[config.mk]
export PLATFORM = sky130hd
export DESIGN_NAME = rv_execute_flat
export DESIGN_NICKNAME = d
export VERILOG_FILES = /design/src/hw/rv_ctrl_pkg.sv /design/src/hw/rv_isa_pkg.sv /design/src/hw/id_ex_if.sv /design/src/hw/rv_execute.sv /design/src/flat_wrapper.sv
export SDC_FILE = /design/constraint.sdc
export NUM_CORES = 2
export LEC_CHECK = 0
export ABC_AREA = 0
export BUFFER_PORTS_ARGS = -buffer_cell sky130_fd_sc_hd__buf_4
export CORE_ASPECT_RATIO = 1.1
export CORE_MARGIN = 1
export CORE_UTILIZATION = 28
export CTS_CLUSTER_DIAMETER = 40
export CTS_CLUSTER_SIZE = 14
export DETAILED_ROUTE_END_ITERATION = 12
export MAX_ROUTING_LAYER = met4
export PLACE_DENSITY = 0.49
export SLEW_MARGIN = 15
export SYNTH_ARGS = -nofsm -noshare
export SYNTH_HDL_FRONTEND = slang
export SYNTH_SLANG_ARGS = --single-unit
[constraint.sdc]
create_clock -name clk -period 15.62 [get_ports clk]
set_clock_uncertainty 0.1 [all_clocks]
set_input_delay 1.562 -clock clk [delete_from_list [all_inputs] [get_ports clk]]
set_output_delay 1.562 -clock clk [all_outputs]
set_load 0.05 [all_outputs]
[src/hw/rv_ctrl_pkg.sv]
package rv_ctrl_pkg;

    typedef enum logic [3:0] {
        ALU_ADD    = 4'd0,
        ALU_SUB    = 4'd1,
        ALU_AND    = 4'd2,
        ALU_OR     = 4'd3,
        ALU_XOR    = 4'd4,
        ALU_SLT    = 4'd5,
        ALU_SLTU   = 4'd6,
        ALU_SLL    = 4'd7,
        ALU_SRL    = 4'd8,
        ALU_SRA    = 4'd9,
        ALU_PASS_B = 4'd10   // lui
    } alu_op_e;

    typedef enum logic [1:0] {
        SEL_A_RS1  = 2'd0,
        SEL_A_PC   = 2'd1,
        SEL_A_ZERO = 2'd2
    } sel_a_e;

    typedef enum logic {
        SEL_B_RS2 = 1'b0,
        SEL_B_IMM = 1'b1
    } sel_b_e;

endpackage

[src/hw/rv_isa_pkg.sv]
package rv_isa_pkg;

    localparam int XLEN    = 64;
    localparam int ILEN    = 32;
    localparam int REG_NUM = 32;
    localparam int SHAMT_W = 6;     // rv64 shift amount
    localparam int ALT_BIT = 30;    // sub / sra select in funct7

    typedef logic [XLEN-1:0]            xlen_t;
    typedef logic [ILEN-1:0]            inst_t;
    typedef logic [$clog2(REG_NUM)-1:0] reg_idx_t;
    typedef logic [SHAMT_W-1:0]         shamt_t;
    typedef logic [6:0]                 opcode_t;
    typedef logic [2:0]                 funct3_t;

    localparam opcode_t OPC_OP     = 7'b0110011;
    localparam opcode_t OPC_OP_IMM = 7'b0010011;
    localparam opcode_t OPC_LUI    = 7'b0110111;
    localparam opcode_t OPC_AUIPC  = 7'b0010111;

    localparam funct3_t F3_ADD_SUB = 3'b000;
    localparam funct3_t F3_SLL     = 3'b001;
    localparam funct3_t F3_SLT     = 3'b010;
    localparam funct3_t F3_SLTU    = 3'b011;
    localparam funct3_t F3_XOR     = 3'b100;
    localparam funct3_t F3_SRL_SRA = 3'b101;
    localparam funct3_t F3_OR      = 3'b110;
    localparam funct3_t F3_AND     = 3'b111;

    localparam inst_t NOP_INST = 32'h0000_0013;  // addi x0, x0, 0
endpackage

[src/hw/id_ex_if.sv]
interface id_ex_if;
    import rv_isa_pkg::*;
    import rv_ctrl_pkg::*;

    logic     valid;
    alu_op_e  alu_op;
    sel_a_e   sel_a;
    sel_b_e   sel_b;
    logic     write_rd;
    reg_idx_t rs1_addr;
    reg_idx_t rs2_addr;
    reg_idx_t rd_addr;
    xlen_t    rs1_data;
    xlen_t    rs2_data;
    xlen_t    imm;
    xlen_t    pc;
    logic     illegal;    // travels with valid high

    modport dec (output valid, alu_op, sel_a, sel_b, write_rd, rs1_addr, rs2_addr,
                 rd_addr, rs1_data, rs2_data, imm, pc, illegal);
    modport stage_in (input valid, alu_op, sel_a, sel_b, write_rd, rs1_addr, rs2_addr,
                      rd_addr, rs1_data, rs2_data, imm, pc, illegal);
    modport stage_out (output valid, alu_op, sel_a, sel_b, write_rd, rs1_addr, rs2_addr,
                       rd_addr, rs1_data, rs2_data, imm, pc, illegal);
    modport exe (input valid, alu_op, sel_a, sel_b, write_rd, rs1_addr, rs2_addr,
                 rd_addr, rs1_data, rs2_data, imm, pc, illegal);

endinterface

[src/hw/rv_execute.sv]
module rv_execute (
    input  logic                 clk,
    input  logic                 rst_i,
    input  logic                 hold_i,
    id_ex_if.exe                 bus,
    output logic                 wb_we_o,
    output rv_isa_pkg::reg_idx_t wb_addr_o,
    output rv_isa_pkg::xlen_t    wb_data_o,
    output logic                 result_valid_o,
    output rv_isa_pkg::reg_idx_t result_rd_o,
    output rv_isa_pkg::xlen_t    result_o,
    output logic                 illegal_o
);
    import rv_isa_pkg::*;
    import rv_ctrl_pkg::*;

    logic     valid_q;
    logic     we_q;
    logic     illegal_q;
    reg_idx_t rd_q;
    xlen_t    result_q;
    xlen_t    rs1_val;
    xlen_t    rs2_val;
    xlen_t    op_a;
    xlen_t    op_b;
    xlen_t    alu_out;
    shamt_t   shamt;

    // bypass from the retiring instruction
    assign rs1_val = (we_q && rd_q != '0 && rd_q == bus.rs1_addr) ? result_q : bus.rs1_data;
    assign rs2_val = (we_q && rd_q != '0 && rd_q == bus.rs2_addr) ? result_q : bus.rs2_data;

    always_comb begin
        case (bus.sel_a)
            SEL_A_RS1: op_a = rs1_val;
            SEL_A_PC:  op_a = bus.pc;
            default:   op_a = '0;
        endcase
    end

    assign op_b  = (bus.sel_b == SEL_B_IMM) ? bus.imm : rs2_val;
    assign shamt = op_b[SHAMT_W-1:0];

    always_comb begin
        case (bus.alu_op)
            ALU_ADD:  alu_out = op_a + op_b;
            ALU_SUB:  alu_out = op_a - op_b;
            ALU_AND:  alu_out = op_a & op_b;
            ALU_OR:   alu_out = op_a | op_b;
            ALU_XOR:  alu_out = op_a ^ op_b;
            ALU_SLT:  alu_out = {{(XLEN-1){1'b0}}, $signed(op_a) < $signed(op_b)};
            ALU_SLTU: alu_out = {{(XLEN-1){1'b0}}, op_a < op_b};
            ALU_SLL:  alu_out = op_a << shamt;
            ALU_SRL:  alu_out = op_a >> shamt;
            ALU_SRA:  alu_out = $signed(op_a) >>> shamt;
            default:  alu_out = op_b;   // pass b
        endcase
    end

    // write port takes the result register's next value, so rf and output update together
    assign wb_we_o   = bus.write_rd & ~hold_i;
    assign wb_addr_o = bus.rd_addr;
    assign wb_data_o = alu_out;

    always_ff @(posedge clk) begin
        if (rst_i) begin
            valid_q   <= 1'b0;
            we_q      <= 1'b0;
            illegal_q <= 1'b0;
        end else begin
            valid_q   <= bus.valid & ~hold_i;   // no pulse while held
            illegal_q <= bus.illegal & ~hold_i;
            if (!hold_i) begin
                we_q <= bus.write_rd;   // bypass stays live across a hold
            end
        end
    end

    always_ff @(posedge clk) begin
        if (!hold_i) begin
            rd_q     <= bus.rd_addr;
            result_q <= alu_out;
        end
    end

    assign result_valid_o = valid_q;
    assign result_rd_o    = rd_q;
    assign result_o       = result_q;
    assign illegal_o      = illegal_q;

endmodule

[src/flat_wrapper.sv]
// flat-port wrapper written by rule: the top's interface ports become plain ports
module rv_execute_flat import rv_isa_pkg::*; import rv_ctrl_pkg::*;
  (clk, rst_i, hold_i, wb_we_o, wb_addr_o, wb_data_o, result_valid_o, result_rd_o, result_o, illegal_o, bus_valid, bus_alu_op, bus_sel_a, bus_sel_b, bus_write_rd, bus_rs1_addr, bus_rs2_addr, bus_rd_addr, bus_rs1_data, bus_rs2_data, bus_imm, bus_pc, bus_illegal);
  id_ex_if bus_i ();
  input  logic clk;
  input  logic rst_i;
  input  logic hold_i;
  output logic wb_we_o;
  output rv_isa_pkg::reg_idx_t wb_addr_o;
  output rv_isa_pkg::xlen_t wb_data_o;
  output logic result_valid_o;
  output rv_isa_pkg::reg_idx_t result_rd_o;
  output rv_isa_pkg::xlen_t result_o;
  output logic illegal_o;
  input wire logic [$bits(bus_i.valid)-1:0] bus_valid;
  input wire logic [$bits(bus_i.alu_op)-1:0] bus_alu_op;
  input wire logic [$bits(bus_i.sel_a)-1:0] bus_sel_a;
  input wire logic [$bits(bus_i.sel_b)-1:0] bus_sel_b;
  input wire logic [$bits(bus_i.write_rd)-1:0] bus_write_rd;
  input wire logic [$bits(bus_i.rs1_addr)-1:0] bus_rs1_addr;
  input wire logic [$bits(bus_i.rs2_addr)-1:0] bus_rs2_addr;
  input wire logic [$bits(bus_i.rd_addr)-1:0] bus_rd_addr;
  input wire logic [$bits(bus_i.rs1_data)-1:0] bus_rs1_data;
  input wire logic [$bits(bus_i.rs2_data)-1:0] bus_rs2_data;
  input wire logic [$bits(bus_i.imm)-1:0] bus_imm;
  input wire logic [$bits(bus_i.pc)-1:0] bus_pc;
  input wire logic [$bits(bus_i.illegal)-1:0] bus_illegal;
  assign bus_i.valid = bus_valid;
  assign bus_i.alu_op = bus_alu_op;
  assign bus_i.sel_a = bus_sel_a;
  assign bus_i.sel_b = bus_sel_b;
  assign bus_i.write_rd = bus_write_rd;
  assign bus_i.rs1_addr = bus_rs1_addr;
  assign bus_i.rs2_addr = bus_rs2_addr;
  assign bus_i.rd_addr = bus_rd_addr;
  assign bus_i.rs1_data = bus_rs1_data;
  assign bus_i.rs2_data = bus_rs2_data;
  assign bus_i.imm = bus_imm;
  assign bus_i.pc = bus_pc;
  assign bus_i.illegal = bus_illegal;
  rv_execute u_core (.clk(clk), .rst_i(rst_i), .hold_i(hold_i), .bus(bus_i), .wb_we_o(wb_we_o), .wb_addr_o(wb_addr_o), .wb_data_o(wb_data_o), .result_valid_o(result_valid_o), .result_rd_o(result_rd_o), .result_o(result_o), .illegal_o(illegal_o));
endmodule
==> run summary <==
WP data arrival -> 9.51 ns
CP Max Fanout -> 46
placed cell areas -> 31300 um^2
final setup TNS -> 0 ns
area grow syn2layout -> 18.4%
P per Cell Area -> 74.5 nW/um^2
largest net degree at the start of global routing -> 128
synth unique cells -> 100
multi-input logic area -> 22300 um^2
drc violations -> 0
EDFF count, synth -> 69
final setup fails -> 0
CP startpoint kind -> primary input
post-synthesis sequential area ratio -> 7.98%
Post-DP HPWL -> 180000 um
most frequent cell after synthesis -> nor2_1
hold buffer count at CTS -> 0
top cells by count, synth -> nor2_1, a21oi_1, mux2i_1, o21ai_0, nand2_1
prevailing post-synth register cell -> edfxtp_1
Starting Density -> 28.3%
Core Box Area -> 94300 um^2
clk buf depth -> 2
cell count after synthesis -> 3918
Layout Nets -> 4649
port bufs -> 424
Root Buffer Master -> clkbuf_16
status -> finished clean
TritonCTS Buffers -> 9
Worst EP required -> 13.96 ns
routed wire length per instance -> 41.2 um
kind of critical path -> in -> out
slew at the pin closest to its max-slew limit -> 1.40 ns
Rows -> 118
Worst Hold Class -> reg -> reg
Peak VDD IR -> 0.0542 mV
DRT iter0 DRCs -> 5148
Die ar. -> 96600 um^2
Final Power -> 2350 uW
die width -> 296 um
slew margin rel. -> 6.39%
postcts setup bufs -> 0
vias in the first global route -> 34100
Routed Antenna Nets -> 0
net count after synthesis -> 4398
Routed WL -> 225000 um
flip-flop and latch area -> 2130 um^2
TritonCTS clock tree -> done
crit path capture type -> output port
ys async rst share -> 0%
clk slew on worst S/H paths -> 0.07 ns
DR pass1 iterations -> 7
pre-CTS WS -> 4.76 ns
Final Hold Viols -> 0
CTS Sinks -> 72
part of the cycle the worst path needs -> 71.5%
Synth top area share -> 12.4%
Synthesis Warnings -> 0
Highest Clock Rate -> 0.0895 GHz
Layout fillers -> 10500
min setup slack post-route -> 4.45 ns
WHS -> 0.466 ns
ratio of cells with drive above 1 in the final layout -> 18.2%
gr ovfl total -> 0
#FFs+latches synth -> 72
post-layout minimum cycle time -> 11.17 ns
RSZ-0062 raised after global routing -> no
routed vias/inst -> 6.63
Clock Latency Late Sink -> 0.43 ns
Avg Cell Area, Syn -> 6.82 um^2
GRT Total Usage -> 46.3%
# H-tree levels -> 3
Syn Std Cell Area -> 26700 um^2
top cells by area, synth -> mux2i_1, ha_1, edfxtp_1
post-synth top area cell -> mux2i_1
Leak -> 0.0131 uW
first-pass GRT wire length -> 298000 um
max-cap violations -> 0
fin area -> 31600 um^2
gpl congestion -> 1.11
Die Y -> 326 um
Post-CTS Resized -> 0
fin. max-slew vios -> 0
DR vias -> 36200
num ports -> 425
initial antenna violation count -> 22
==> state kept, by name, indices dropped and copies added (netlist names) <==
signal                 flops
u_core.result_rd_o         5
u_core.result_valid_o      1
u_core.illegal_o           1
u_core.result_o           64
u_core.we_q                1
==> path summary, 6_finish.rpt <==
check / start / slack [ns] / cells past startpoint / end
max reg2reg: u_core.result_rd_o[1] / 6.93 / 19 / u_core.result_o[0]
min reg2reg: u_core.we_q / 0.47 / 2 / u_core.we_q
max: bus_sel_b / 4.45 / 20 / wb_data_o[60]
min: u_core.we_q / 0.47 / 2 / u_core.we_q
==> report_power, final <==
group	leakage [uW]	internal [uW]	switching [uW]	total, uW
logic	0.0123	503	1280	1790
registers	0.000697	243	77.3	320
clock network	0.000121	109	138	247
total	0.0131	855	1500	2350
==> worst max-delay path, stage by stage <==
cell and delay (ns):
buf_4 0.51, clkinv_1 0.47, o211ai_1 0.21, and3_4 0.60
inv_4 0.38, ha_1 0.34, fa_1 0.48, o21bai_1 0.30
a31oi_1 0.24, nor4b_1 0.85, o211ai_1 0.43, a31oi_1 0.59
and4_1 0.31, o211ai_1 0.20, a221oi_1 0.75, a311oi_1 0.31
xnor2_1 0.20, nand2_1 0.08, a32oi_1 0.37, buf_4 0.27
==> stage by stage <==
step                      cells  utilization (%)
after floorplan            3918                -
after global placement     5417             33.1
after detailed placement   5417             33.1
after CTS                  5433             33.4
after global routing       5446             33.5
final                      5454             33.5
==> cell usage in the layout, fill, tap and decap left out, types with 13 or more instances in the layout <==
cell,n
buf_4,563
nor2_1,455
a21oi_1,396
mux2i_1,330
o21ai_0,307
nand2_1,306
inv_1,245
ha_1,194
nor3_1,99
nand3_1,79
o211ai_1,76
a211oi_1,72
mux2_2,71
edfxtp_1,69
xnor2_1,54
o22ai_1,49
o21bai_1,42
a22oi_1,41
a21o_1,40
a31oi_1,39
o31ai_1,33
o221ai_1,28
o311a_1,26
a221oi_1,26
or3_1,26
nor2b_1,25
nor4_1,24
nand4_1,23
diode_2,20
nand2b_1,20
o311ai_0,20
o311ai_1,19
o311ai_2,18
o21a_1,18
a32oi_1,17
o21ai_1,16
a211o_1,14
a311oi_1,13
==> cell type report <==
| class | count | area share [%] |
|---|---|---|
| well taps | 1260 | 4.99 |
| clock buffers | 10 | 0.724 |
| repair buffers | 567 | 13.6 |
| flip-flops and latches | 72 | 6.74 |
| clock inverters | 6 | 0.139 |
| multi-input cells | 3260 | 70.5 |
| inverters | 259 | 3.11 |
| diodes | 20 | 0.158 |
==> logic make-up (layout without fill, tap and decap cells) <==
kind of cell    count (synthesis)  in the layout  share of synthesized area, %
simple gates                 1130           1130                          18.7
buf+inv                       586            842                          9.14
xor+xnor                       59             59                          1.93
compound gates               1464           1464                          36.9
mux                           411            411                          16.2
other cells                     0             20                             0
flops                          72             72                          7.98
fa+ha+maj                     196            196                          9.24
==> per-layer routing <==
layer | track usage, % | part of all wire (%) | up-vias | wire length (um)
met4 | 38.4 | 10 | 0 | 22700
li1 | - | - | 15100 | -
met3 | 9.94 | 9.4 | 746 | 21000
met5 | - | 0 | - | 0
met2 | 66.4 | 42 | 2627 | 94300
met1 | 54.9 | 39 | 17700 | 86900
Note: power is estimated with default switching activity, not from simulation.
