`src/hw/rv_ctrl_pkg.sv`:
```
package rv_ctrl_pkg;

    typedef enum logic [3:0] {
        ALU_ADD    = 4'd0,
        ALU_SUB    = 4'd1,
        ALU_AND    = 4'd2,
        ALU_OR     = 4'd3,
        ALU_XOR    = 4'd4,
        ALU_SLT    = 4'd5,
        ALU_SLTU   = 4'd6,
        ALU_SLL    = 4'd7,
        ALU_SRL    = 4'd8,
        ALU_SRA    = 4'd9,
        ALU_PASS_B = 4'd10   // lui
    } alu_op_e;

    typedef enum logic [1:0] {
        SEL_A_RS1  = 2'd0,
        SEL_A_PC   = 2'd1,
        SEL_A_ZERO = 2'd2
    } sel_a_e;

    typedef enum logic {
        SEL_B_RS2 = 1'b0,
        SEL_B_IMM = 1'b1
    } sel_b_e;

endpackage

```
`src/hw/rv_isa_pkg.sv`:
```
package rv_isa_pkg;

    localparam int XLEN    = 64;
    localparam int ILEN    = 32;
    localparam int REG_NUM = 32;
    localparam int SHAMT_W = 6;     // rv64 shift amount
    localparam int ALT_BIT = 30;    // sub / sra select in funct7

    typedef logic [XLEN-1:0]            xlen_t;
    typedef logic [ILEN-1:0]            inst_t;
    typedef logic [$clog2(REG_NUM)-1:0] reg_idx_t;
    typedef logic [SHAMT_W-1:0]         shamt_t;
    typedef logic [6:0]                 opcode_t;
    typedef logic [2:0]                 funct3_t;

    localparam opcode_t OPC_OP     = 7'b0110011;
    localparam opcode_t OPC_OP_IMM = 7'b0010011;
    localparam opcode_t OPC_LUI    = 7'b0110111;
    localparam opcode_t OPC_AUIPC  = 7'b0010111;

    localparam funct3_t F3_ADD_SUB = 3'b000;
    localparam funct3_t F3_SLL     = 3'b001;
    localparam funct3_t F3_SLT     = 3'b010;
    localparam funct3_t F3_SLTU    = 3'b011;
    localparam funct3_t F3_XOR     = 3'b100;
    localparam funct3_t F3_SRL_SRA = 3'b101;
    localparam funct3_t F3_OR      = 3'b110;
    localparam funct3_t F3_AND     = 3'b111;

    localparam inst_t NOP_INST = 32'h0000_0013;  // addi x0, x0, 0
endpackage

```
`src/hw/id_ex_if.sv`:
```
interface id_ex_if;
    import rv_isa_pkg::*;
    import rv_ctrl_pkg::*;

    logic     valid;
    alu_op_e  alu_op;
    sel_a_e   sel_a;
    sel_b_e   sel_b;
    logic     write_rd;
    reg_idx_t rs1_addr;
    reg_idx_t rs2_addr;
    reg_idx_t rd_addr;
    xlen_t    rs1_data;
    xlen_t    rs2_data;
    xlen_t    imm;
    xlen_t    pc;
    logic     illegal;    // travels with valid high

    modport dec (output valid, alu_op, sel_a, sel_b, write_rd, rs1_addr, rs2_addr,
                 rd_addr, rs1_data, rs2_data, imm, pc, illegal);
    modport stage_in (input valid, alu_op, sel_a, sel_b, write_rd, rs1_addr, rs2_addr,
                      rd_addr, rs1_data, rs2_data, imm, pc, illegal);
    modport stage_out (output valid, alu_op, sel_a, sel_b, write_rd, rs1_addr, rs2_addr,
                       rd_addr, rs1_data, rs2_data, imm, pc, illegal);
    modport exe (input valid, alu_op, sel_a, sel_b, write_rd, rs1_addr, rs2_addr,
                 rd_addr, rs1_data, rs2_data, imm, pc, illegal);

endinterface

```
`src/hw/rv_decoder.sv`:
```
module rv_decoder (
    input  rv_isa_pkg::inst_t    inst_i,
    input  rv_isa_pkg::xlen_t    pc_i,
    input  logic                 inst_valid_i,
    output rv_isa_pkg::reg_idx_t rs1_addr_o,
    output rv_isa_pkg::reg_idx_t rs2_addr_o,
    input  rv_isa_pkg::xlen_t    rs1_data_i,
    input  rv_isa_pkg::xlen_t    rs2_data_i,
    id_ex_if.dec                 bus
);
    import rv_isa_pkg::*;
    import rv_ctrl_pkg::*;

    opcode_t opcode;
    funct3_t funct3;
    logic    alt;
    xlen_t   imm_i;
    xlen_t   imm_u;
    alu_op_e arith_op;
    logic    legal;

    assign opcode     = inst_i[6:0];
    assign funct3     = inst_i[14:12];
    assign alt        = inst_i[ALT_BIT];
    assign rs1_addr_o = inst_i[19:15];
    assign rs2_addr_o = inst_i[24:20];

    assign imm_i = {{(XLEN-12){inst_i[31]}}, inst_i[31:20]};   // shamt sits in [25:20]
    assign imm_u = {{(XLEN-32){inst_i[31]}}, inst_i[31:12], 12'b0};

    // funct3 map shared by OP and OP-IMM
    always_comb begin
        case (funct3)
            F3_ADD_SUB: arith_op = (opcode == OPC_OP && alt) ? ALU_SUB : ALU_ADD;
            F3_SLL:     arith_op = ALU_SLL;
            F3_SLT:     arith_op = ALU_SLT;
            F3_SLTU:    arith_op = ALU_SLTU;
            F3_XOR:     arith_op = ALU_XOR;
            F3_SRL_SRA: arith_op = alt ? ALU_SRA : ALU_SRL;
            F3_OR:      arith_op = ALU_OR;
            F3_AND:     arith_op = ALU_AND;
            default:    arith_op = ALU_ADD;
        endcase
    end

    always_comb begin
        legal      = 1'b1;
        bus.alu_op = ALU_ADD;
        bus.sel_a  = SEL_A_RS1;
        bus.sel_b  = SEL_B_IMM;
        bus.imm    = imm_i;
        case (opcode)
            OPC_OP: begin
                bus.sel_b  = SEL_B_RS2;
                bus.alu_op = arith_op;
            end
            OPC_OP_IMM: bus.alu_op = arith_op;
            OPC_LUI: begin
                bus.alu_op = ALU_PASS_B;
                bus.sel_a  = SEL_A_ZERO;
                bus.imm    = imm_u;
            end
            OPC_AUIPC: begin
                bus.sel_a = SEL_A_PC;
                bus.imm   = imm_u;
            end
            default: begin
                legal     = 1'b0;       // 0 + 0, result reads zero
                bus.sel_a = SEL_A_ZERO;
                bus.imm   = '0;
            end
        endcase
    end

    assign bus.valid    = inst_valid_i;
    assign bus.write_rd = inst_valid_i & legal;
    assign bus.illegal  = inst_valid_i & ~legal;
    assign bus.rs1_addr = rs1_addr_o;
    assign bus.rs2_addr = rs2_addr_o;
    assign bus.rd_addr  = inst_i[11:7];
    assign bus.rs1_data = rs1_data_i;
    assign bus.rs2_data = rs2_data_i;
    assign bus.pc       = pc_i;

endmodule

```
`src/flat_wrapper.sv`:
```
// flat-port wrapper written by rule: the top's interface ports become plain ports
module rv_decoder_flat import rv_isa_pkg::*; import rv_ctrl_pkg::*;
  (inst_i, pc_i, inst_valid_i, rs1_addr_o, rs2_addr_o, rs1_data_i, rs2_data_i, bus_valid, bus_alu_op, bus_sel_a, bus_sel_b, bus_write_rd, bus_rs1_addr, bus_rs2_addr, bus_rd_addr, bus_rs1_data, bus_rs2_data, bus_imm, bus_pc, bus_illegal);
  id_ex_if bus_i ();
  input  rv_isa_pkg::inst_t inst_i;
  input  rv_isa_pkg::xlen_t pc_i;
  input  logic inst_valid_i;
  output rv_isa_pkg::reg_idx_t rs1_addr_o;
  output rv_isa_pkg::reg_idx_t rs2_addr_o;
  input  rv_isa_pkg::xlen_t rs1_data_i;
  input  rv_isa_pkg::xlen_t rs2_data_i;
  output wire logic [$bits(bus_i.valid)-1:0] bus_valid;
  output wire logic [$bits(bus_i.alu_op)-1:0] bus_alu_op;
  output wire logic [$bits(bus_i.sel_a)-1:0] bus_sel_a;
  output wire logic [$bits(bus_i.sel_b)-1:0] bus_sel_b;
  output wire logic [$bits(bus_i.write_rd)-1:0] bus_write_rd;
  output wire logic [$bits(bus_i.rs1_addr)-1:0] bus_rs1_addr;
  output wire logic [$bits(bus_i.rs2_addr)-1:0] bus_rs2_addr;
  output wire logic [$bits(bus_i.rd_addr)-1:0] bus_rd_addr;
  output wire logic [$bits(bus_i.rs1_data)-1:0] bus_rs1_data;
  output wire logic [$bits(bus_i.rs2_data)-1:0] bus_rs2_data;
  output wire logic [$bits(bus_i.imm)-1:0] bus_imm;
  output wire logic [$bits(bus_i.pc)-1:0] bus_pc;
  output wire logic [$bits(bus_i.illegal)-1:0] bus_illegal;
  assign bus_valid = bus_i.valid;
  assign bus_alu_op = bus_i.alu_op;
  assign bus_sel_a = bus_i.sel_a;
  assign bus_sel_b = bus_i.sel_b;
  assign bus_write_rd = bus_i.write_rd;
  assign bus_rs1_addr = bus_i.rs1_addr;
  assign bus_rs2_addr = bus_i.rs2_addr;
  assign bus_rd_addr = bus_i.rd_addr;
  assign bus_rs1_data = bus_i.rs1_data;
  assign bus_rs2_data = bus_i.rs2_data;
  assign bus_imm = bus_i.imm;
  assign bus_pc = bus_i.pc;
  assign bus_illegal = bus_i.illegal;
  rv_decoder u_core (.inst_i(inst_i), .pc_i(pc_i), .inst_valid_i(inst_valid_i), .rs1_addr_o(rs1_addr_o), .rs2_addr_o(rs2_addr_o), .rs1_data_i(rs1_data_i), .rs2_data_i(rs2_data_i), .bus(bus_i));
endmodule
```
`config.mk`:
```
export PLATFORM = sky130hd
export DESIGN_NAME = rv_decoder_flat
export DESIGN_NICKNAME = d
export VERILOG_FILES = /design/src/hw/rv_ctrl_pkg.sv /design/src/hw/rv_isa_pkg.sv /design/src/hw/id_ex_if.sv /design/src/hw/rv_decoder.sv /design/src/flat_wrapper.sv
export SDC_FILE = /design/constraint.sdc
export NUM_CORES = 1
export LEC_CHECK = 0
export ABC_AREA = 1
export BUFFER_PORTS_ARGS = -buffer_cell sky130_fd_sc_hd__buf_2
export CAP_MARGIN = 10
export CORE_AREA = 2 2 202 204
export DETAILED_ROUTE_END_ITERATION = 7
export DIE_AREA = 0 0 204 206
export PLACE_DENSITY = 0.3
export REMOVE_ABC_BUFFERS = 1
export SLEW_MARGIN = 20
export SYNTH_ARGS = -nofsm -noshare
export SYNTH_HDL_FRONTEND = slang
export SYNTH_SLANG_ARGS = --single-unit
export TNS_END_PERCENT = 20
```
`constraint.sdc`:
```
create_clock -name vclk -period 4.7
set_input_delay 0.94 -clock vclk [all_inputs]
set_output_delay 0.94 -clock vclk [all_outputs]
set_load 0.01 [all_outputs]
```
==> results of run 1 <==
## cell families (layout without fill, tap and decap cells)
logic type,after synthesis,count (layout),share of synthesized area [%]
AO/OA/AOI/OAI,18,18,5.86
buffers and inverters,277,145,82.4
AND/OR/NAND/NOR,55,55,11.8
## worst paths after layout
check / slack (ns) / to / cells after the start
worst max-delay path: 1.23 / bus_imm[41] / 9
worst min-delay path: 1.88 / bus_rs1_data[38] / 0
## layout make-up
class,count,area [sq um],area share (%)
Tap cell,532,666,37.1
Timing Repair Buffer,122,611,34.0
Multi-Input combinational cell,73,429,23.9
Inverter,23,88.8,4.95
## worst max-delay path: stages
cell     delay, ns
buf_2         0.10
inv_2         0.09
nand2_2       0.07
nor2_4        0.13
nand2_4       0.19
inv_4         0.13
nand2_4       0.23
nand2_2       0.43
buf_2         0.21
## Yosys cell counts
| cell | number |
|---|---|
| a21oi_1 | 2 |
| a21oi_2 | 1 |
| buf_2 | 1 |
| buf_4 | 250 |
| buf_6 | 3 |
| inv_1 | 18 |
| inv_2 | 4 |
| inv_4 | 1 |
| nand2_1 | 21 |
| nand2_2 | 7 |
| nand2_4 | 2 |
| nand3_1 | 2 |
| nand4_4 | 1 |
| nor2_1 | 18 |
| nor2_2 | 1 |
| nor2_4 | 1 |
| nor2_8 | 1 |
| nor3_1 | 1 |
| o21ai_0 | 2 |
| o21ai_2 | 13 |
## metrics by stage
step                      setup WS [ns]  total power [W]  hold WS (ns)
after floorplan                   0.973        0.0000219          1.88
after global placement             1.20        0.0000651          1.88
after detailed placement           1.14        0.0000647          1.88
after CTS                          1.13        0.0000650          1.88
after global routing              0.982        0.0000714          1.88
final                              1.23        0.0000641          1.88
## power groups by stage
| stage | Clock [W] | Sequential [W] | Combinational (W) |
|---|---|---|---|
| finish | 0 | 0 | 0.0000641 |
| global route | 0 | 0 | 0.0000714 |
| CTS | 0 | 0 | 0.0000650 |
| detailed placement | 0 | 0 | 0.0000647 |
| global placement | 0 | 0 | 0.0000651 |
| floorplan | 0 | 0 | 0.0000219 |
## per-layer routing
| metal | wire [microns] | track usage [%] | up-vias |
|---|---|---|---|
| met2 | 28000 | 46.4 | 581 |
| met4 | 2070 | 6.65 | 4 |
| met5 | 246 | 4.76 | - |
| met3 | 16700 | 36.5 | 40 |
| li1 | - | - | 533 |
| met1 | 5590 | 7.01 | 675 |
==> impl_metrics.py, run 1 <==
metrics = {
    "sta": {
        "fin_setup_tns_ns": 0,
        "finalSetupViolCount": 0,
        "slew_viol_final": 0,
        "finalCritPeriodShare_pct": 73.8,
        "timing.fmax_mhz": 288,
        "maxSlewHeadroom_pct": 59.5,
        "min_period_ns": 3.47,
        "finalHoldViolCount": 0,
        "worst_slew_pin_slew_ns": 0.608,
        "rsz0062_at_grt": "no",
    },
    "route": {
        "drc": 0,
        "wire_per_inst_microns": 70.1,
        "dr.pass1.iters": 7,
        "vias": 1833,
        "drtAntennaViolNets": 0,
        "routed_via_density": 2.44,
        "drt-total-wl_microns": 52600,
        "first_iter_violations": 126,
    },
    "place": {
        "hpwlAfterDp_microns": 51500,
        "dp_cells": 750,
        "port_buffers": 122,
        "gp_congestion": 1.29,
        "placed_area_sq_mm": 0.00179,
    },
    "clock_network": {
        "post_cts.repair.setup_buffers": 0,
        "cts_resized": 0,
        "postCtsHoldBufs": 0,
    },
    "yosys": {
        "yosys_warnings": 0,
        "synth_cell_types": 20,
        "synth_top_cell_by_area": "buf_4",
        "avgSynthCellArea_sq_um": 6.95,
        "synthCells": 350,
        "synth_area_leaders": "buf_4, o21ai_2, nand2_1",
        "synth_top_area_share_pct": 77.1,
        "syn_area_sq_mm": 0.00243,
        "yosysSeqAreaShare_pct": 0,
    },
    "cells_and_area": {
        "seq_area_sq_um": 0,
        "fillers": 4835,
        "clkbuf_count": 0,
        "final_util_pct": 4.47,
        "num_antenna_cells": 0,
        "fin_area_sq_mm": 0.00179,
        "final_common_cell": "buf_2",
        "fin_nets": 445,
        "most-common-layout-cells": "buf_2, nand2_1, inv_1, nor2_1, o21ai_2",
        "drive_gt1_share_pct": 70.6,
        "instances_no_fill": 750,
        "nFlopsAndLatches": 0,
        "syn_to_final_growth_pct": -26.3,
    },
    "power": {
        "power_frac_comb_pct": 100.0,
        "power_frac_seq_pct": 0,
        "switching_power_w": 0.0000398,
        "p_leak_nw": 0.944,
        "internal-power_w": 0.0000243,
        "swShare_pct": 62.0,
        "vdd_ir_drop_max_uv": 15.5,
        "power_density_mw_per_mm2": 35.7,
        "power.share.clock_pct": 0,
    },
    "grt": {
        "grt_usage_pct": 24.1,
        "grt_pass1_wl_microns": 55100,
        "antenna_found_initial": 0,
        "grt-ovfl-total": 0,
        "grt_pass1_vias": 1281,
        "grt_max_degree": 34,
    },
    "worst_setup_path": {
        "crit_start": "inst_i[3]",
        "critical_path_class": "input pin to primary output",
        "crit_arrival_ns": 2.53,
        "end_kind": "primary output",
        "crit_path_start_kind": "input pin",
        "crit_fanout": 33,
        "cp_data_required_time_ns": 3.76,
    },
    "floorplan": {
        "core-area_sq_mm": 0.0402,
        "start_util_pct": 6.06,
        "die_x_microns": 204,
        "die_h_microns": 206,
        "die-area_sq_mm": 0.0420,
        "pin_count": 516,
        "rows": 74,
    },
    "worst_hold_path": {
        "hold_path.class": "input pin to primary output",
        "hold_path.startpoint": "rs1_data_i[38]",
    },
    "run": {
        "cap_viol_max_count": 0,
    },
    "status": {
        "status": "complete, no violations",
    },
}
(Power assumes the default switching activity.)
==> run 2, diff against run 1 <==
- CORE_AREA: 2 2 202 204 -> 2 2 198 200
- DIE_AREA: 0 0 204 206 -> 0 0 200 202
- PLACE_DENSITY: 0.3 -> 0.31
- clock period: 4.7 -> 3.2 ns (I/O delays scaled with it)
==> impl_metrics.py, run 2 (same netlist as run 1, synthesis figures left out) <==
metrics = {
    "grt": {
        "grt_pass1_vias": 1422,
        "grt_max_degree": 34,
        "grt_pass1_wl_microns": 55400,
        "grt-ovfl-total": 0,
        "grt_usage_pct": 25.1,
        "antenna_found_initial": 0,
    },
    "worst_hold_path": {
        "hold_path.class": "input pin to primary output",
    },
    "floorplan": {
        "die_x_microns": 200,
        "die-area_sq_mm": 0.0404,
        "rows": 72,
        "core-area_sq_mm": 0.0383,
        "start_util_pct": 6.36,
        "die_h_microns": 202,
        "pin_count": 516,
    },
    "route": {
        "dr.pass1.iters": 4,
        "drc": 0,
        "drtAntennaViolNets": 0,
        "vias": 1875,
        "first_iter_violations": 111,
        "drt-total-wl_microns": 52300,
        "routed_via_density": 2.54,
        "wire_per_inst_microns": 70.9,
    },
    "cells_and_area": {
        "fin_nets": 447,
        "most-common-layout-cells": "buf_2, nand2_1, inv_1, nor2_1, o21ai_2",
        "drive_gt1_share_pct": 70.9,
        "instances_no_fill": 738,
        "final_common_cell": "buf_2",
        "seq_area_sq_um": 0,
        "num_antenna_cells": 0,
        "syn_to_final_growth_pct": -26.4,
        "fillers": 4570,
        "nFlopsAndLatches": 0,
        "clkbuf_count": 0,
    },
    "sta": {
        "maxSlewHeadroom_pct": 67.2,
        "slew_viol_final": 0,
        "fin_setup_tns_ns": 0,
        "min_period_ns": 2.60,
        "timing.fmax_mhz": 385,
        "finalHoldViolCount": 0,
        "finalSetupViolCount": 0,
        "finalCritPeriodShare_pct": 81.1,
        "rsz0062_at_grt": "no",
        "worst_slew_pin_slew_ns": 0.492,
    },
    "place": {
        "gp_congestion": 1.14,
        "hpwlAfterDp_microns": 51300,
        "dp_cells": 738,
        "port_buffers": 122,
    },
    "worst_setup_path": {
        "crit_arrival_ns": 1.96,
        "end_kind": "primary output",
        "crit_fanout": 33,
        "critical_path_class": "input pin to primary output",
        "crit_path_start_kind": "input pin",
        "cp_data_required_time_ns": 2.56,
    },
    "status": {
        "status": "complete, no violations",
    },
    "clock_network": {
        "postCtsHoldBufs": 0,
        "cts_resized": 0,
        "post_cts.repair.setup_buffers": 0,
    },
    "power": {
        "power_density_mw_per_mm2": 54.4,
        "vdd_ir_drop_max_uv": 15.8,
        "p_leak_nw": 0.952,
    },
    "run": {
        "cap_viol_max_count": 0,
    },
}
[run 2: cell types whose count changed in the layout (fill, tap and decap cells not counted), sizes merged]
cell	previous run	this run
buf	122	124
[run 2: report_power, final]
part           switching, W  internal, W  total [W]  leakage [nW]
Combinational     0.0000614    0.0000360  0.0000974         0.952
Clock                     0            0          0             0
Sequential                0            0          0             0
Total             0.0000614    0.0000360  0.0000974         0.952
[run 2: cell type report]
cell class | instances | area (sq um) | share of cell area (%)
multi-input combinational | 73 | 429 | 24.0
timing repair buffer | 124 | 626 | 34.9
tap | 518 | 648 | 36.2
inverter | 23 | 88.8 | 4.96
[run 2: critical path, cell delays in order]
cell and delay, ns:
buf_2 0.08, nand2_1 0.11, inv_1 0.14, nand3_1 0.09
nor2_2 0.25, nand2_1 0.11, nand2_2 0.32, buf_2 0.21
[run 2: path summary, 6_finish.rpt]
kind                  startpoint        endpoint  cells past startpoint  slack, ns
worst max-delay path   inst_i[1]     bus_imm[39]                      8       0.60
worst min-delay path  inst_i[11]  bus_rd_addr[4]                      0       1.28
[run 2: metal layers]
layer	wire length (microns)	part of all wire [%]	vias up	GRT usage, %
li1	-	-	538	-
met1	4580	8.8	693	5.77
met2	29300	56	584	50.6
met3	16100	31	46	36.9
met4	1730	3.3	14	6.08
met5	564	1.1	-	10.1
[run 2: metrics by stage]
stage	total power (W)	hold slack, ns	instance area [sq um]	util, %	setup WS (ns)
floorplan	0.0000321	1.28	518	-	0.0727
global placement	0.0000984	1.28	1790	4.68	0.609
detailed placement	0.0000981	1.28	1790	4.68	0.582
CTS	0.0000987	1.28	1790	4.68	0.570
global route	0.000109	1.28	1790	4.68	0.307
finish	0.0000974	1.28	1790	4.68	0.603
==> run 3, diff against run 2 <==
- CORE_AREA: 2 2 198 200 -> 2 2 201 203
- DIE_AREA: 0 0 200 202 -> 0 0 203 205
- clock period: 3.2 -> 2.25 ns (I/O delays scaled with it)
==> impl_metrics.py, run 3 (same netlist as run 1, synthesis figures left out) <==
metrics = {
    "worst_setup_path": {
        "cp_data_required_time_ns": 1.80,
        "crit_path_start_kind": "input pin",
        "critical_path_class": "input pin to primary output",
        "critPathTopFamily": "buffers and inverters",
        "critPathMaxStageDelay_ns": 0.44,
        "crit_arrival_ns": 1.65,
        "crit_fanout": 4,
        "endpoint": "bus_alu_op[2]",
        "cp_common_cell": "buf_2",
        "cp.depth": 7,
        "path_cells": "buf_2 -> inv_1 -> nand2_1 -> nor2_1 -> buf_4 -> nor3_1 -> buf_2",
        "crit_start": "inst_i[12]",
        "end_kind": "primary output",
        "crit_path_top_delay_cell": "nor3_1",
        "path_buf_inv": 4,
    },
    "cells_and_area": {
        "fin_area_sq_mm": 0.00185,
        "fillers": 4668,
        "drive_gt1_share_pct": 71.3,
        "final_common_cell": "buf_2",
        "clkbuf_count": 0,
        "seq_area_sq_um": 0,
        "syn_to_final_growth_pct": -24.1,
        "instances_no_fill": 748,
        "fin_nets": 450,
        "nFlopsAndLatches": 0,
        "num_antenna_cells": 0,
        "most-common-layout-cells": "buf_2, nand2_1, inv_1, nor2_1, o21ai_2",
    },
    "floorplan": {
        "die_h_microns": 205,
        "core-area_sq_mm": 0.0394,
        "die_x_microns": 203,
        "start_util_pct": 6.18,
        "pin_count": 516,
        "rows": 73,
        "die-area_sq_mm": 0.0416,
    },
    "route": {
        "dr.pass1.iters": 4,
        "routed_via_density": 2.56,
        "drc": 0,
        "wire_per_inst_microns": 70.5,
        "drt-total-wl_microns": 52800,
        "drtAntennaViolNets": 0,
        "vias": 1913,
        "first_iter_violations": 180,
    },
    "power": {
        "vdd_ir_drop_max_uv": 22.3,
        "p_leak_nw": 0.980,
        "power_density_mw_per_mm2": 76.5,
        "total_power_w": 0.000141,
    },
    "clock_network": {
        "post_cts.repair.setup_buffers": 0,
        "cts_resized": 0,
        "postCtsHoldBufs": 0,
    },
    "grt": {
        "grt_usage_pct": 24.4,
        "grt-ovfl-total": 0,
        "grt_max_degree": 34,
        "grt_pass1_wl_microns": 55700,
        "grt_pass1_vias": 1358,
        "antenna_found_initial": 3,
    },
    "place": {
        "port_buffers": 122,
        "dpl_worst_slack_ns": 0.140,
        "gp_congestion": 1.25,
        "placed_area_sq_mm": 0.00185,
        "hpwlAfterDp_microns": 51600,
        "dp_cells": 748,
    },
    "sta": {
        "finalHoldViolCount": 0,
        "finalSetupViolCount": 0,
        "timing.fmax_mhz": 476,
        "worst_slew_pin_slew_ns": 0.503,
        "min_period_ns": 2.10,
        "finalCritPeriodShare_pct": 93.3,
        "slew_viol_final": 0,
        "maxSlewHeadroom_pct": 66.2,
        "worst_slack_ns": 0.151,
        "rsz0062_at_grt": "no",
    },
    "run": {
        "cap_viol_max_count": 0,
    },
    "worst_hold_path": {
        "hold_path.class": "input pin to primary output",
    },
    "status": {
        "status": "complete, no violations",
    },
}
[run 3: cell type report]
cell class / instances / area, sq um / share of cell area, %
timing repair buffer: 127 / 673 / 36.4
tap: 525 / 657 / 35.5
multi-input combinational: 73 / 429 / 23.2
inverter: 23 / 88.8 / 4.81
[run 3: layer usage]
layer / track usage [%] / part of all wire, % / vias up
li1: - / - / 545
met1: 6.40 / 9.4 / 714
met2: 49.2 / 55 / 598
met3: 36.9 / 32 / 42
met4: 3.83 / 2.9 / 14
met5: 7.62 / 0.89 / -
[run 3: where the power goes]
group	total, W	internal [W]	switching, W	leakage (nW)
Combinational	0.000141	0.0000531	0.0000882	0.980
Sequential	0	0	0	0
Clock	0	0	0	0
[run 3: worst min-delay path by stage]
stage / from / cells after the start / endpoint
4_1_cts: rs1_data_i[23] / 0 / bus_rs1_data[23]
6_report: inst_i[8] / 0 / bus_rd_addr[1]
2_1_floorplan: pc_i[0] / 0 / bus_pc[0]
3_5_place_dp: rs1_data_i[23] / 0 / bus_rs1_data[23]
5_1_grt: rs1_data_i[1] / 0 / bus_rs1_data[1]
3_3_place_gp: rs1_data_i[23] / 0 / bus_rs1_data[23]
[run 3: per-stage QoR]
stage	hold slack (ns)	utilization [%]	setup TNS (ns)
finish	0.901	4.69	0
global route	0.900	4.69	0
CTS	0.901	4.69	0
detailed placement	0.901	4.69	0
global placement	0.901	4.69	0
floorplan	0.900	-	-16.41
